File: config.mk
export PLATFORM = sky130hd
export DESIGN_NAME = commit_unit
export DESIGN_NICKNAME = d
export VERILOG_FILES = /design/src/verilog/core_pkg.sv /design/src/verilog/commit_unit.sv
export VERILOG_INCLUDE_DIRS = /design/src /design/src/verilog
export SDC_FILE = /design/constraint.sdc
export NUM_CORES = 1
export LEC_CHECK = 0
export BUFFER_PORTS_ARGS = -buffer_cell sky130_fd_sc_hd__buf_2
export CAP_MARGIN = 20
export CELL_PAD_IN_SITES_DETAIL_PLACEMENT = 0
export CELL_PAD_IN_SITES_GLOBAL_PLACEMENT = 2
export CORE_AREA = 2 2 155 157
export DETAILED_ROUTE_END_ITERATION = 10
export DIE_AREA = 0 0 157 159
export PLACE_DENSITY = 0.8
export SYNTH_ARGS = -nofsm -noshare
export SYNTH_HDL_FRONTEND = slang
export SYNTH_SLANG_ARGS = --single-unit
File: constraint.sdc
create_clock -name clk -period 4.5 [get_ports clk]
set_clock_uncertainty 0.2 [all_clocks]
set_input_delay 0.225 -clock clk [delete_from_list [all_inputs] [get_ports clk]]
set_output_delay 0.225 -clock clk [all_outputs]
set_load 0.01 [all_outputs]
File: src/verilog/backend_consts.svh
// shared width, reset pc, data memory depth and latency macros for the back end and its testbench
`ifndef BACKEND_CONSTS_SVH
`define BACKEND_CONSTS_SVH

// data and address width
`define XLEN 64

// pc held while in reset
// an issue carrying this pc is the fetch bubble, never accepted
`define PC_START_RESET 64'h0000_0000_8000_0000

// data memory depth, in 64-bit words
`define DMEM_WORDS 256

// cycles from req to ack
`define MEM_LAT 3

`endif

File: src/verilog/core_pkg.sv
// instruction-level types shared by the sequencer, lsu, register file and commit unit
`include "backend_consts.svh"

package core_pkg;

  typedef logic [`XLEN-1:0] xword_t;  // one machine word

  // per-instruction progress, 3 bits
  typedef enum logic [2:0] {
    IDLE     = 3'd0,
    MEMREAD  = 3'd1,
    MEMWRITE = 3'd2,
    WB       = 3'd3,
    CMT      = 3'd4
  } inst_state_e;

  typedef enum logic [1:0] {
    LOAD  = 2'd0,  // mem read then wb
    STORE = 2'd1,  // mem write then commit
    ALU   = 2'd2   // wb only
  } op_kind_e;

  typedef enum logic [1:0] {
    BYTE  = 2'd0,
    HALF  = 2'd1,
    WORD  = 2'd2,
    DWORD = 2'd3
  } acc_size_e;

  // issued instruction, held for the whole walk through the states
  typedef struct packed {
    xword_t    pc;
    op_kind_e  kind;
    acc_size_e size;
    logic      is_unsigned;  // zero-extend on load
    logic [4:0] rd;
    xword_t    addr;         // byte address, loads and stores
    xword_t    wdata;        // store data, right aligned
    xword_t    result;       // alu result for wb
  } inst_t;

endpackage

File: src/verilog/commit_unit.sv
// retire strobe, retired pc and instret counter, all updated at the end of CMT
`timescale 1ns/1ps

module commit_unit (
  input  logic                  clk,
  input  logic                  rst,
  input  core_pkg::inst_state_e state,
  input  core_pkg::inst_t       cur,
  output logic                  retire,
  output core_pkg::xword_t      retire_pc,
  output logic [63:0]           instret
);
  import core_pkg::*;

  logic in_cmt;

  assign in_cmt = (state == CMT);

  always_ff @(posedge clk) begin
    if (rst) begin
      retire  <= 1'b0;
      instret <= '0;
    end else begin
      retire <= in_cmt;  // pulses with the return to IDLE
      if (in_cmt) instret <= instret + 64'd1;
    end
  end

  always_ff @(posedge clk) begin
    if (in_cmt) retire_pc <= cur.pc;
  end

endmodule

==> results.yml <==
sta:
  worstMarginPinSlew_ps: 875
  setup_repair_after_global_routing_missed_its_margin: "no"
  final_hold_viol_count: 0
  timing.final.crit_period_ps: 2960
  drv_slew: 0
  final.period_utilization_pct: 65.7
  setup_total_negative_slack_ps: 0
  finalSetupViolCount: 0
  finalWorstSetupSlack_ps: 1540
  slew_headroom_pct: 41.6
  finalHoldWorstSlack_ps: 119
  fmax_ghz: 0.338
route:
  drt-vias-per-instance: 4.43
  drt-pass1-iter-count: 5
  routed_wire_length_per_instance_um: 21.8
  drtIter0Drc: 363
  via_count: 4542
  route.met2.wl_um: 6880
  wirelength_met1_um: 12300
  met3WireLength_um: 3020
  routed.top_layer: "met4"
  drc_errors: 0
  detail-route-antenna-nets: 0
  wirelength_um: 22400
synthesis:
  synth_most_common_cell: "dfxtp_1"
  ys_async_sr_fraction_pct: 0
  synth.lib_cells_used.distinct: 36
  synth_nets: 695
  synth_sequential_area_ratio_pct: 64.8
  syn_area_um2: 4970
  synthesized_instance_count: 423
  synthTopCellsByCount: "dfxtp_1 (65), edfxtp_1 (64), nor2_1 (43)"
  ys_dominant_reg_cell: "dfxtp_1"
  yosysTopAreaCell: "edfxtp_1"
  synthesis.area_per_instance_um2: 11.8
  synth_top_area_share_pct: 38.6
  total_of_warnings_raised_by_yosys: 0
  ys_ff_latch: 129
  synth_enable_flop_cells: 64
  synthTopCellsByArea: "edfxtp_1 (39%), dfxtp_1 (26%), xor2_1 (3.5%), nor2_1 (3.2%), a21oi_1 (3.1%)"
clocking:
  cts_root_buf: "clkbuf_16"
  clk_pin_slew_worst_paths_ps: 60
  clkSinkCount: 129
  cts.path.max_buffers: 2
  cts-buffers-inserted: 17
  cts_tree: "yes"
  insertion_delay_ps: 420
  cts_max_level: 4
  cts_repair_resize_count: 0
  cts_setup_buffers: 0
global_routing:
  antenna_violations_before_repair: 5
  grt_pass1_wl_um: 30300
  global_route.usage.total_pct: 17.8
  grt_overflow_total: 0
  grt_start_max_net_pins: 44
  grt_pass1_vias: 4172
power_and_ir_drop:
  power_density_nw_per_um2: 376
  post-layout-total-power_w: 0.00284
  peakVddDrop_mv: 0.208
  leakage_nw: 2.96
die:
  dieWidth_um: 157
  floorplan_die_height_um: 159
  fp.dieArea_um2: 25000
  num_io_pins: 400
  count_of_standard_cell_rows: 56
  core_region_area_um2: 23200
  initial_utilization_pct: 21.5
status:
  result_of_the_run: "finished clean"
critical_path:
  worstReg2RegStart: "instret[10]"
  crit_arrival_ps: 3100
  crit_fanout: 33
  worst_setup_path_start_kind: "flip-flop"
  timing.rr.end: "instret[63]"
  crit_required_ps: 4640
  worst-r2r-cell-count: 5
  timing.critical_path.cells: "nand3_1 -> nor4_4 -> nand3_2 -> or4_1 -> a21oi_1"
  ff2ff_setup_slack_ps: 1540
  worst_path_max_delay_cell: "or4_1"
  critical_path.max_stage_delay_ps: 670
  crit_path_end_kind: "flip-flop"
  crit_type: "reg2reg"
min_path:
  hold_end: "instret[9]"
  worst_hold_path_cell_count: 2
  hp-start: "rst"
  worst_hold_path_type: "in2reg"
finish:
  diodes: 0
  ratio_of_cells_with_drive_above_1_in_the_final_layout_pct: 34.7
  num-nets-final: 965
  instances_no_fill: 1025
  fillCellCount: 2403
  area.growth.synth_to_final_pct: 51.8
  area_of_combinational_cells_with_multiple_inputs_um2: 1650
  regArea_um2: 3220
place:
  dpl.hpwl_um: 17000
  place_worst_setup_slack_ps: 1310
  placed_cells_incl_taps: 928
  final_estimated_routing_congestion_in_global_placement: 0.819
  portBuffers: 197
run:
  cap_violations: 0
-- per-stage QoR --
step	area, um2	utilization (%)
after floorplan	4970	-
after global placement	6310	27.2
after detailed placement	6310	27.2
after CTS	7550	32.5
after global routing	7550	32.6
final	7550	32.6
-- worst max-delay path by stage --
stage,startpoint,end,slack [ps],cells after the start
after detailed placement,state[1],instret[59],1310,6
after global routing,instret[10],instret[59],1330,5
after floorplan,state[1],instret[5],1450,7
after CTS,instret[10],instret[63],1500,5
final,instret[10],instret[63],1540,5
after global placement,state[1],instret[63],1320,6
-- flip-flops by register name, indices dropped and copies added (netlist names) --
| register | count |
|---|---|
| instret | 64 |
| retire | 1 |
| retire_pc | 64 |
-- cells by family after synthesis --
family	count (synthesis)	synth area share, %
buf+inv	22	1.96
fa+ha+maj	1	0.251
simple gates	176	20.3
xor+xnor	31	5.46
flops	129	64.8
compound gates	64	7.19
-- placed cells by master, fill, tap and decap left out, types with 4 or more instances in the layout --
cell,instances
edfxtp_1,64
dfxtp_1,65
xnor2_1,11
nor2_1,43
buf_2,197
a21oi_1,31
or3_1,20
o31ai_1,12
xor2_1,20
inv_1,7
or4_1,13
o21ai_0,19
nand4_1,24
nor4_1,4
dlygate4sd3_1,64
clkbuf_16,19
and3_1,5
nand3_1,23
nand2_1,22
-- power by group --
group | switching, W | leakage (nW) | internal, W | total, W
clock network | 0.000537 | 0.299 | 0.000843 | 0.00138
registers | 0.0000164 | 1.11 | 0.00127 | 0.00128
logic | 0.000100 | 1.55 | 0.0000777 | 0.000178
-- critical path, delay by kind of cell, from the launching register on --
family,cells,cell delay (ps)
AO/OA/AOI/OAI,1,150
flip-flops,1,420
AND/OR/NAND/NOR,4,2100
-- cell type report --
type	count	area share (%)
Inverter	8	0.398
Clock buffer	21	6.53
Tap cell	319	5.28
Timing Repair Buffer	265	21.9
Sequential cell	129	42.7
Clock inverter	11	1.31
Multi-Input combinational cell	272	21.9
-- layer usage --
layer	GRT usage (%)	vias to the layer above
met1	29.5	2181
met2	18.4	223
met3	9.99	14
met5	0	-
met4	3.75	0
li1	-	2124
-- repair_timing --
action | in CTS | in global routing
setup endpoints to repair | 0 | 0
hold buffers | 64 | 0
hold endpoints to repair | 64 | 0
No activity file was read; power rests on OpenSTA's default activity.
