File: config.mk
export PLATFORM = sky130hd
export DESIGN_NAME = reg_file
export DESIGN_NICKNAME = d
export VERILOG_FILES = /design/src/verilog/core_pkg.sv /design/src/verilog/reg_file.sv
export VERILOG_INCLUDE_DIRS = /design/src /design/src/verilog
export SDC_FILE = /design/constraint.sdc
export NUM_CORES = 2
export LEC_CHECK = 0
export ABC_CLOCK_PERIOD_IN_PS = 3300
export BUFFER_PORTS_ARGS = -buffer_cell sky130_fd_sc_hd__buf_2
export CAP_MARGIN = 5
export CORE_MARGIN = 5
export CORE_UTILIZATION = 44
export CTS_CLUSTER_SIZE = 25
export DETAILED_ROUTE_END_ITERATION = 7
export SLEW_MARGIN = 20
export SYNTH_ARGS = -nofsm -noshare
export SYNTH_HDL_FRONTEND = slang
export SYNTH_SLANG_ARGS = --single-unit
File: constraint.sdc
create_clock -name clk -period 3.3 [get_ports clk]
set_input_delay 0.165 -clock clk [delete_from_list [all_inputs] [get_ports clk]]
set_output_delay 0.165 -clock clk [all_outputs]
set_load 0.1 [all_outputs]
File: src/verilog/backend_consts.svh
// shared width, reset pc, data memory depth and latency macros for the back end and its testbench
`ifndef BACKEND_CONSTS_SVH
`define BACKEND_CONSTS_SVH

// data and address width
`define XLEN 64

// pc held while in reset
// an issue carrying this pc is the fetch bubble, never accepted
`define PC_START_RESET 64'h0000_0000_8000_0000

// data memory depth, in 64-bit words
`define DMEM_WORDS 256

// cycles from req to ack
`define MEM_LAT 3

`endif

File: src/verilog/core_pkg.sv
// instruction-level types shared by the sequencer, lsu, register file and commit unit
`include "backend_consts.svh"

package core_pkg;

  typedef logic [`XLEN-1:0] xword_t;  // one machine word

  // per-instruction progress, 3 bits
  typedef enum logic [2:0] {
    IDLE     = 3'd0,
    MEMREAD  = 3'd1,
    MEMWRITE = 3'd2,
    WB       = 3'd3,
    CMT      = 3'd4
  } inst_state_e;

  typedef enum logic [1:0] {
    LOAD  = 2'd0,  // mem read then wb
    STORE = 2'd1,  // mem write then commit
    ALU   = 2'd2   // wb only
  } op_kind_e;

  typedef enum logic [1:0] {
    BYTE  = 2'd0,
    HALF  = 2'd1,
    WORD  = 2'd2,
    DWORD = 2'd3
  } acc_size_e;

  // issued instruction, held for the whole walk through the states
  typedef struct packed {
    xword_t    pc;
    op_kind_e  kind;
    acc_size_e size;
    logic      is_unsigned;  // zero-extend on load
    logic [4:0] rd;
    xword_t    addr;         // byte address, loads and stores
    xword_t    wdata;        // store data, right aligned
    xword_t    result;       // alu result for wb
  } inst_t;

endpackage

File: src/verilog/reg_file.sv
// 32 x 64 integer register file, written in WB, with a combinational debug read port
`timescale 1ns/1ps

module reg_file (
  input  logic                  clk,
  input  logic                  rst,
  input  core_pkg::inst_state_e state,
  input  core_pkg::inst_t       cur,
  input  core_pkg::xword_t      load_data,
  input  logic [4:0]            dbg_rs,
  output core_pkg::xword_t      dbg_rdata
);
  import core_pkg::*;

  xword_t regs [32];

  always_ff @(posedge clk) begin
    if (rst) begin
      for (int r = 0; r < 32; r++) begin
        regs[r] <= '0;
      end
    end else if (state == WB && cur.rd != 5'd0) begin  // x0 writes dropped
      regs[cur.rd] <= (cur.kind == LOAD) ? load_data : cur.result;
    end
  end

  // combinational debug read
  assign dbg_rdata = regs[dbg_rs];

endmodule

==> impl_metrics.ini <==
[route]
drc = 0
post_drt_wl_per_cell_um = 31.9
via_per_inst = 6.05
vias = 56200
drt_wl_total_um = 296000
dr.first_iter.drc_count = 7990
drt_pre_antenna_iters = 6
antenna_left = 0

[yosys]
avgSynthCellArea_sq_um = 14.3
synthFlopType = edfxtp_1
synth-edff-count = 2048
async_flop_share_pct = 0
synth-seq-cells = 2048
yosys_warnings = 0
syn-cell-area_sq_um = 88200
synth_cells = 6146
yosysUniqueCellTypes = 55
yosysSeqAreaShare_pct = 69.8

[flow_run]
maxCapViolCount = 0

[placed_design]
hpwl_um = 160000
port_buffers = 208
dp_cells = 8780
gp_congestion = 0.796

[global_route]
globalRouteOverflowTotal = 0
track_usage_pct = 27.8
grt_start_max_net_pins = 65
grt_pass1_vias = 55800
antenna_found_initial = 15
grt_pass1_wl_um = 414000

[power_and_ir_drop]
p_sw_share_pct = 25.0
power_w = 0.0588
clkPwrFrac_pct = 37.4
combPwrFrac_pct = 11.1
pwr-share-seq_pct = 51.5
p_switching_w = 0.0147
ir_drop_uv = 533
p_leak_nw = 36.4
intPower_w = 0.0441
power.density_nw_per_um2 = 567

[worst_setup_path]
worst_ep_arrival_time_ns = 3.02
critPathLaunchType = flop
cp_max_fo = 1
slowest_delay_ns = 0.46
path_cells = mux4_2, a22o_1, a31oi_1, nand3_1, buf_2
crit_type = flop to primary output
slowest_stage = mux4_2
crit_path_end_kind = primary output
crit_cells = 5
timing.critical_path.buf_inv = 1
worstPathRequired_ns = 3.13
cp_top_family = compound AO/OA/AOI/OAI gates

[finish]
seq_area_sq_um = 61500
syn2layout_area_growth_pct = 17.7
finish.utilization_pct = 52.0
fillers = 16500
largest_reg_flops = 2048
layout.cells.non_filler = 9280
reg_top3 = regs x2048
drive_gt1_share_pct = 20.3
final_nets = 6793
regMostFlops = regs
multiInputGateArea_sq_um = 25400

[clock_tree]
cts_tree = built
root_buffer = clkbuf_16
ctsLongestPathBuffers = 3
htreeDepth = 4
cts_made_buffers = 205
post_cts_buffers = 0
cts.sinks = 2048
clk_pin_slew_ns = 0.07
cts_resized = 0

[die]
num_rows = 164
start_util_pct = 44.2
fp.dieH_um = 458
core_area_sq_um = 199000
pin_count = 404
die_w_um = 458
fp.dieArea_sq_um = 209000

[timing]
finalSetupTns_ns = 0
rsz0062_at_grt = no
worstMarginPinSlew_ns = 1.03
period_minus_slack_ns = 3.18
timing.slew.headroom_pct = 29.7
whs_ns = 0.0367
hold_viol_final = 0
drv_slew = 0
fmax_ghz = 0.314
setup_viol_count_final = 0
fin_crit_sh_pct = 96.4

[worst_hold_path]
min_from = load_data[28]
holdPathEnd = regs[29][28]
min_path_type = primary input to flop
holdPathStages = 4

[run_status]
outcome = finished clean
## placed cells by master, fill, tap and decap left out, types with 12 or more instances in the layout
cell | synthesis | layout
a22oi_1 | 184 | 184
nand2_4 | 0 | 31
clkbuf_1 | 320 | 58
a221oi_1 | 12 | 12
buf_2 | 137 | 156
a211oi_1 | 51 | 48
nand2b_4 | 0 | 32
edfxtp_1 | 2048 | 2048
mux2i_2 | 0 | 23
clkbuf_16 | 0 | 206
mux2i_1 | 468 | 404
nand4_1 | 19 | 19
mux4_2 | 284 | 284
mux2_2 | 57 | 57
nor2_1 | 1989 | 1989
nand3_1 | 12 | 12
buf_12 | 0 | 192
buf_4 | 53 | 186
a21oi_1 | 14 | 14
and2_1 | 47 | 47
a22o_1 | 14 | 14
clkinv_2 | 0 | 28
o221ai_1 | 30 | 30
dlygate4sd3_1 | 0 | 119
clkinv_1 | 1 | 58
nand2_1 | 84 | 51
mux2i_4 | 0 | 41
nor3_2 | 4 | 21
conb_1 | 1 | 64
nor4_2 | 0 | 30
o22ai_1 | 54 | 54
o21ai_0 | 12 | 12
a31oi_1 | 13 | 13
## cells by family (layout without fill, tap and decap cells)
logic type / count (synthesis) / count (layout) / share of synthesized area (%)
simple gates: 2272 / 2272 / 10.4
flops: 2048 / 2048 / 69.8
mux: 809 / 809 / 13.3
buf+inv: 625 / 1036 / 3.34
compound gates: 391 / 391 / 3.25
other cells: 1 / 68 / 0.00425
## cells in the mapped netlist (13+ instances only)
master | n | area share (%)
edfxtp_1 | 2048 | 70
nor2_1 | 1989 | 8.5
mux2i_1 | 468 | 5.3
clkbuf_1 | 320 | 1.4
mux4_2 | 284 | 7.3
a22oi_1 | 184 | 1.6
buf_2 | 137 | 0.78
nand2_1 | 84 | 0.36
buf_1 | 81 | 0.34
mux2_2 | 57 | 0.73
o22ai_1 | 54 | 0.38
buf_4 | 53 | 0.45
a211oi_1 | 51 | 0.43
and2_1 | 47 | 0.33
nand2b_1 | 34 | 0.24
nor4_1 | 30 | 0.21
o221ai_1 | 30 | 0.30
buf_6 | 27 | 0.34
nand4_1 | 19 | 0.13
nor3_1 | 18 | 0.10
a21oi_1 | 14 | 0.079
a22o_1 | 14 | 0.14
a31oi_1 | 13 | 0.092
## power by group through the flow
stage	Combinational (W)	Clock [W]	Sequential, W
after floorplan	0.00371	0	0.0307
after global placement	0.00632	0	0.0307
after detailed placement	0.00636	0	0.0308
after CTS	0.00651	0.0222	0.0302
after global routing	0.00675	0.0234	0.0303
final	0.00651	0.0220	0.0303
## layer usage
layer | vias up | wire (um) | track usage, %
met3 | 643 | 32800 | 5.51
met1 | 28900 | 114000 | 38.7
li1 | 23100 | - | -
met4 | 2 | 12500 | 10.6
met2 | 3532 | 137000 | 43.4
met5 | - | 12 | 0
## how the worst max path moves through the flow
stage	from	to	slack [ns]
after floorplan	dbg_rs[0]	dbg_rdata[51]	0.18
after global placement	dbg_rs[0]	dbg_rdata[0]	0.28
final	regs[14][0]	dbg_rdata[0]	0.12
after global routing	regs[14][0]	dbg_rdata[0]	0.12
after CTS	regs[15][0]	dbg_rdata[0]	0.10
after detailed placement	dbg_rs[0]	dbg_rdata[0]	0.28
## metrics by stage
step,cell area [sq um],setup slack (ns)
2_1_floorplan,88700,0.184
3_3_place_gp,96300,0.281
6_report,104000,0.118
4_1_cts,104000,0.104
5_1_grt,104000,0.121
3_5_place_dp,96300,0.278
## final cells by class
type                       count  share of cell area, %
tap                         2656                   3.20
clock inverter               110                  0.800
timing repair buffer         659                   7.02
inverter                       3                 0.0121
multi-input combinational   3536                   24.5
antenna                        4                0.00965
sequential                  2048                   59.3
clock buffer                 264                   5.18
## repair_timing
action                                 in CTS  in global routing
setup endpoints to repair                   0                  0
hold buffers                              122                  0
endpoints found under the hold margin    1965                  0
## worst min-delay path: stages
cell and delay, ns:
buf_2 0.10, mux2i_4 0.06, buf_2 0.28, nor2_1 0.14
No activity file was read; power rests on OpenSTA's default activity.
