<file path="src/verilog/backend_consts.svh">
// shared width, reset pc, data memory depth and latency macros for the back end and its testbench
`ifndef BACKEND_CONSTS_SVH
`define BACKEND_CONSTS_SVH

// data and address width
`define XLEN 64

// pc held while in reset
// an issue carrying this pc is the fetch bubble, never accepted
`define PC_START_RESET 64'h0000_0000_8000_0000

// data memory depth, in 64-bit words
`define DMEM_WORDS 256

// cycles from req to ack
`define MEM_LAT 3

`endif

</file>
<file path="src/verilog/core_pkg.sv">
// instruction-level types shared by the sequencer, lsu, register file and commit unit
`include "backend_consts.svh"

package core_pkg;

  typedef logic [`XLEN-1:0] xword_t;  // one machine word

  // per-instruction progress, 3 bits
  typedef enum logic [2:0] {
    IDLE     = 3'd0,
    MEMREAD  = 3'd1,
    MEMWRITE = 3'd2,
    WB       = 3'd3,
    CMT      = 3'd4
  } inst_state_e;

  typedef enum logic [1:0] {
    LOAD  = 2'd0,  // mem read then wb
    STORE = 2'd1,  // mem write then commit
    ALU   = 2'd2   // wb only
  } op_kind_e;

  typedef enum logic [1:0] {
    BYTE  = 2'd0,
    HALF  = 2'd1,
    WORD  = 2'd2,
    DWORD = 2'd3
  } acc_size_e;

  // issued instruction, held for the whole walk through the states
  typedef struct packed {
    xword_t    pc;
    op_kind_e  kind;
    acc_size_e size;
    logic      is_unsigned;  // zero-extend on load
    logic [4:0] rd;
    xword_t    addr;         // byte address, loads and stores
    xword_t    wdata;        // store data, right aligned
    xword_t    result;       // alu result for wb
  } inst_t;

endpackage

</file>
<file path="src/verilog/mem_pkg.sv">
// memory-side types for the data memory interface, lsu and ram
`include "backend_consts.svh"

package mem_pkg;

  localparam int LANES = `XLEN / 8;  // byte lanes per word

  // one memory word, seen whole or lane by lane
  // lane view used for store placement and load extraction
  typedef union packed {
    logic [`XLEN-1:0]         dword;
    logic [LANES-1:0][7:0]    lanes;  // lanes[0] is the lowest address
  } mem_word_u;

  // one bit per byte lane
  typedef logic [LANES-1:0] byte_strobe_t;

endpackage

</file>
<file path="src/verilog/dmem_if.sv">
// data memory request/response bundle between the lsu and the ram
`timescale 1ns/1ps
`include "backend_consts.svh"

interface dmem_if;
  import mem_pkg::*;

  logic               req;    // one-cycle strobe
  logic               we;     // 1 = write, valid with req
  logic [`XLEN-1:0]   addr;   // byte address
  mem_word_u          wdata;  // already lane placed
  byte_strobe_t       wstrb;
  logic               ack;    // MEM_LAT cycles after req
  mem_word_u          rdata;  // valid with ack

  modport lsu (
    output req, we, addr, wdata, wstrb,
    input  ack, rdata
  );

  modport mem (
    input  req, we, addr, wdata, wstrb,
    output ack, rdata
  );

endinterface

</file>
<file path="src/verilog/lsu.sv">
// load-store unit, one data memory request per memory state plus lane placement and extension
`timescale 1ns/1ps

module lsu (
  input  logic                  clk,
  input  logic                  rst,
  input  core_pkg::inst_state_e state,
  input  core_pkg::inst_t       cur,
  dmem_if.lsu                   mem,
  output logic                  mem_done,
  output core_pkg::xword_t      load_data
);
  import core_pkg::*;
  import mem_pkg::*;

  logic         mem_state;
  logic         sent;      // request already out for this instruction
  logic [2:0]   off;       // byte offset within the word
  mem_word_u    st_src;
  mem_word_u    st_lane;
  byte_strobe_t st_mask;
  mem_word_u    ld_raw;
  mem_word_u    ld_shift;
  xword_t       ld_ext;

  assign mem_state = (state == MEMREAD) || (state == MEMWRITE);
  assign off       = cur.addr[2:0];

  // req only in the first cycle of a memory state
  assign mem.req   = mem_state && !sent;
  assign mem.we    = (state == MEMWRITE);
  assign mem.addr  = cur.addr;
  assign mem.wdata = st_lane;
  assign mem.wstrb = st_mask;

  always_ff @(posedge clk) begin
    if (rst)            sent <= 1'b0;
    else if (!mem_state) sent <= 1'b0;  // rearm once out of mem states
    else if (mem.req)   sent <= 1'b1;
  end

  // store: rotate low bytes up to the addressed lane
  always_comb begin
    st_src.dword = cur.wdata;
    for (int i = 0; i < LANES; i++) begin
      st_lane.lanes[i] = st_src.lanes[3'(i - off)];
    end
  end

  always_comb begin
    unique case (cur.size)
      BYTE:    st_mask = byte_strobe_t'(8'h01 << off);
      HALF:    st_mask = byte_strobe_t'(8'h03 << off);
      WORD:    st_mask = byte_strobe_t'(8'h0f << off);
      default: st_mask = 8'hff;  // dword, offset is 0
    endcase
  end

  // load: rotate addressed lane down to lane 0, then extend
  always_comb begin
    ld_raw = mem.rdata;
    for (int i = 0; i < LANES; i++) begin
      ld_shift.lanes[i] = ld_raw.lanes[3'(i + off)];
    end
    unique case (cur.size)
      BYTE:
        ld_ext = {{56{~cur.is_unsigned & ld_shift.lanes[0][7]}}, ld_shift.lanes[0]};
      HALF:
        ld_ext = {{48{~cur.is_unsigned & ld_shift.lanes[1][7]}}, ld_shift.lanes[1:0]};
      WORD:
        ld_ext = {{32{~cur.is_unsigned & ld_shift.lanes[3][7]}}, ld_shift.lanes[3:0]};
      default:
        ld_ext = ld_shift.dword;
    endcase
  end

  // done strobe one edge after ack, together with the load result
  always_ff @(posedge clk) begin
    if (rst) mem_done <= 1'b0;
    else     mem_done <= mem.ack;
  end

  always_ff @(posedge clk) begin
    if (mem.ack && state == MEMREAD) load_data <= ld_ext;  // held until next load
  end

endmodule

</file>
<file path="src/flat_wrapper.sv">
// flat-port wrapper written by rule: the top's interface ports become plain ports
module lsu_flat import core_pkg::*; import mem_pkg::*;
  (clk, rst, state, cur, mem_done, load_data, mem_req, mem_we, mem_addr, mem_wdata, mem_wstrb, mem_ack, mem_rdata);
  dmem_if mem_i ();
  input  logic clk;
  input  logic rst;
  input  core_pkg::inst_state_e state;
  input  core_pkg::inst_t cur;
  output logic mem_done;
  output core_pkg::xword_t load_data;
  output wire logic [$bits(mem_i.req)-1:0] mem_req;
  output wire logic [$bits(mem_i.we)-1:0] mem_we;
  output wire logic [$bits(mem_i.addr)-1:0] mem_addr;
  output wire logic [$bits(mem_i.wdata)-1:0] mem_wdata;
  output wire logic [$bits(mem_i.wstrb)-1:0] mem_wstrb;
  input wire logic [$bits(mem_i.ack)-1:0] mem_ack;
  input wire logic [$bits(mem_i.rdata)-1:0] mem_rdata;
  assign mem_req = mem_i.req;
  assign mem_we = mem_i.we;
  assign mem_addr = mem_i.addr;
  assign mem_wdata = mem_i.wdata;
  assign mem_wstrb = mem_i.wstrb;
  assign mem_i.ack = mem_ack;
  assign mem_i.rdata = mem_rdata;
  lsu u_core (.clk(clk), .rst(rst), .state(state), .cur(cur), .mem(mem_i), .mem_done(mem_done), .load_data(load_data));
endmodule
</file>
<file path="config.mk">
export PLATFORM = sky130hd
export DESIGN_NAME = lsu_flat
export DESIGN_NICKNAME = d
export VERILOG_FILES = /design/src/verilog/core_pkg.sv /design/src/verilog/mem_pkg.sv /design/src/verilog/dmem_if.sv /design/src/verilog/lsu.sv /design/src/flat_wrapper.sv
export VERILOG_INCLUDE_DIRS = /design/src /design/src/verilog
export SDC_FILE = /design/constraint.sdc
export NUM_CORES = 1
export LEC_CHECK = 0
export ABC_AREA = 1
export BUFFER_PORTS_ARGS = -buffer_cell sky130_fd_sc_hd__buf_2
export CORE_AREA = 2 2 210 212
export DETAILED_ROUTE_END_ITERATION = 6
export DIE_AREA = 0 0 212 214
export PLACE_DENSITY = 0.43
export SYNTH_ARGS = -nofsm -noshare
export SYNTH_HDL_FRONTEND = slang
export SYNTH_SLANG_ARGS = --single-unit
</file>
<file path="constraint.sdc">
create_clock -name clk -period 5.54 [get_ports clk]
set_input_delay 0.831 -clock clk [delete_from_list [all_inputs] [get_ports clk]]
set_output_delay 0.831 -clock clk [all_outputs]
set_load 0.02 [all_outputs]
</file>
==> qor.txt <==
outcome = completed
Core Footprint = 42900 µm²
DRC violations left = 0
Die Footprint = 45400 µm²
H-tree levels = 3
power per cell area = 227 nW/µm²
detailed router's first-iteration violation count = 567
RePlAce Congestion = 0.894
Setup WS post-layout = 1.45 ns
register area share after synthesis = 0.253
Final Max Tran Viols = 0
Peak VDD IR = 0.137 mV
setup_tns = 0 ns
mux cell area share after synthesis = 0.00129
FF+latch count, synth = 66
P_int = 1.21 mW
Flop pwr share = 0.273
first-pass GRT wire length = 62.1 mm
hold slack = 0.646 ns
P_sw = 0.929 mW
Distinct cells, synth = 24
Pwr Total = 2.14 mW
DP HPWL = 34.9 mm
via count = 9739
CTS clk-pin slew, worst paths = 0.06 ns
Crit path max-delay family = buffers and inverters
I/O pin count = 539
CP Max Fanout = 74
Leak = 4.62 nW
overall routing resource usage = 0.188
Crit path top cell by count = buf_4
mean area per synthesized cell = 5.91 µm²
Hold Crit Class = in2reg
CTS buffer count = 9
Crit-path slowest cell = buf_4
antenna-violating nets left = 0
count of final setup violators = 0
Die W = 212 µm
Synth Area in Compound Gates = 0.0990
Critical Path RT = 4.71 ns
clock share of power = 0.288
WL final = 44.2 mm
crit start category = primary input
Nets = 1810
Worst-Margin Slew = 1.03 ns
WL/cell = 21.4 µm
drt first pass iters = 5
pin count of the biggest net entering global routing = 75
Ys Warns = 0
GRT overflow = 0
port bufs = 281
Buffers & Inverters on Critical Path = 4
Syn Nets = 1657
Post-CTS Setup Inserts = 0
DIE HEIGHT = 214 µm
CP Cell Sequence = buf_4, buf_4, buf_4, nand2_1, nand3_1, o21ai_0, o21ai_0, buf_2
Post-CTS Resized = 0
Post-Syn Instances = 1313
Via-to-Cell Ratio = 4.73
Layout Utilization = 0.220
num rows = 76
initial antenna violation count = 10
XOR/XNOR share of the synthesized area = 0
RSZ-0062 raised after global routing = false
final cell count without fillers = 2060
CP Data Arrival Time = 3.26 ns
DP Area = 9110 µm²
CTS tree = yes
main combinational cell family by area after synthesis = simple AND/OR/NAND/NOR gates
Starting Density = 0.181
Final Hold Viols = 0
area delta synth->final = 21.4%
post-route minimum period = 4.09 ns
post-synthesis simple-gate area fraction = 0.484
clk root buf = clkbuf_16
Max transition margin = 0.311
Sw Ratio = 0.434
pre-CTS WS = 1.40 ns
critical path class = in2out
slowest cell delay on critical path = 0.71 ns
adder-cell share of the synthesized area = 0.0129
post-placement cell count = 2040
Clock Sinks = 66
combinational group share of total power = 0.439
final instance area = 9420 µm²
Final Cycle Share = 0.738
Mapped Area = 7760 µm²
CP endpoint kind = primary output
f_max = 245 MHz
maximum clock insertion buffer count = 2
layout cells sized above 1 = 0.225
vias in the first global route = 9452
MaxCap Viol Count = 0
hold buffers post-CTS = 0
-- cell usage in the layout, fill, tap and decap left out --
cell type and instances:
inv_2 2, o21ai_1 31, or2_2 2, nor2_4 1, inv_4 1, clkinv_2 1, nand2_1 524, a21oi_1 8
inv_8 1, dfxtp_1 2, clkbuf_16 9, ha_1 7, nand2_2 4, ha_2 1, nor3_1 1, buf_4 23
mux2i_1 1, buf_2 280, clkinvlp_4 2, nand3_1 299, nand3b_1 1, inv_1 47, o221ai_1 2, edfxtp_1 64
o21ai_0 111, nor2_1 10, inv_6 3, bufinv_16 1, diode_2 4, nand4_1 32
-- cell families after synthesis --
group | Yosys count
DFF | 66
buffers and inverters | 212
and+or+nand+nor | 874
AOI/OAI and AO/OA | 152
muxes | 1
adders and majority gates | 8
-- metal layers --
metal	GRT usage	share of wire	routed length [µm]	up-vias
li1	-	-	-	4653
met4	0.0594	0.030	1330	10
met3	0.0375	0.069	3030	81
met2	0.364	0.53	23400	376
met5	0	0.0013	58	-
met1	0.202	0.37	16400	4619
-- power groups by stage --
stage / clock network (mW) / registers (mW) / logic [mW]
CTS: 0.633 / 0.587 / 0.958
global route: 0.647 / 0.588 / 1.04
detailed placement: 0 / 0.597 / 0.956
floorplan: 0 / 0.618 / 0.626
finish: 0.616 / 0.585 / 0.939
global placement: 0 / 0.597 / 0.954
-- worst paths after layout --
path / cells after the start / end / startpoint
worst min-delay path: 2 / u_core.sent / rst
worst max-delay path: 8 / mem_wdata[43] / cur[128]
-- Yosys cell counts --
cell / number / share of area
a21oi_1: 8 / 0.0052
buf_1: 22 / 0.011
buf_2: 41 / 0.026
buf_4: 74 / 0.072
buf_6: 5 / 0.0073
clkbuf_1: 19 / 0.0092
dfxtp_1: 2 / 0.0052
edfxtp_1: 64 / 0.25
ha_1: 8 / 0.013
inv_1: 48 / 0.023
inv_2: 2 / 0.00097
inv_4: 1 / 0.00081
mux2i_1: 1 / 0.0013
nand2_1: 524 / 0.25
nand2_2: 4 / 0.0032
nand3_1: 299 / 0.19
nand3b_1: 1 / 0.00097
nand4_1: 32 / 0.026
nor2_1: 11 / 0.0053
nor3_1: 1 / 0.00064
o21ai_0: 111 / 0.072
o21ai_1: 31 / 0.020
o221ai_1: 2 / 0.0023
or2_2: 2 / 0.0016
-- layout make-up --
| cell class | count | area, µm² |
|---|---|---|
| Inverter | 51 | 195 |
| Antenna cell | 4 | 10.0 |
| Clock buffer | 9 | 225 |
| Fill cell | 5034 | 33500 |
| Sequential cell | 66 | 1960 |
| Clock inverter | 7 | 82.6 |
| Multi-Input combinational cell | 1035 | 4640 |
| Tap cell | 585 | 732 |
| Timing Repair Buffer | 303 | 1570 |
-- state kept, by name (all words and copies together) (netlist names) --
name              flops
u_core.mem_done       1
u_core.load_data     64
u_core.sent           1
Power figures use the tool's default switching activity.
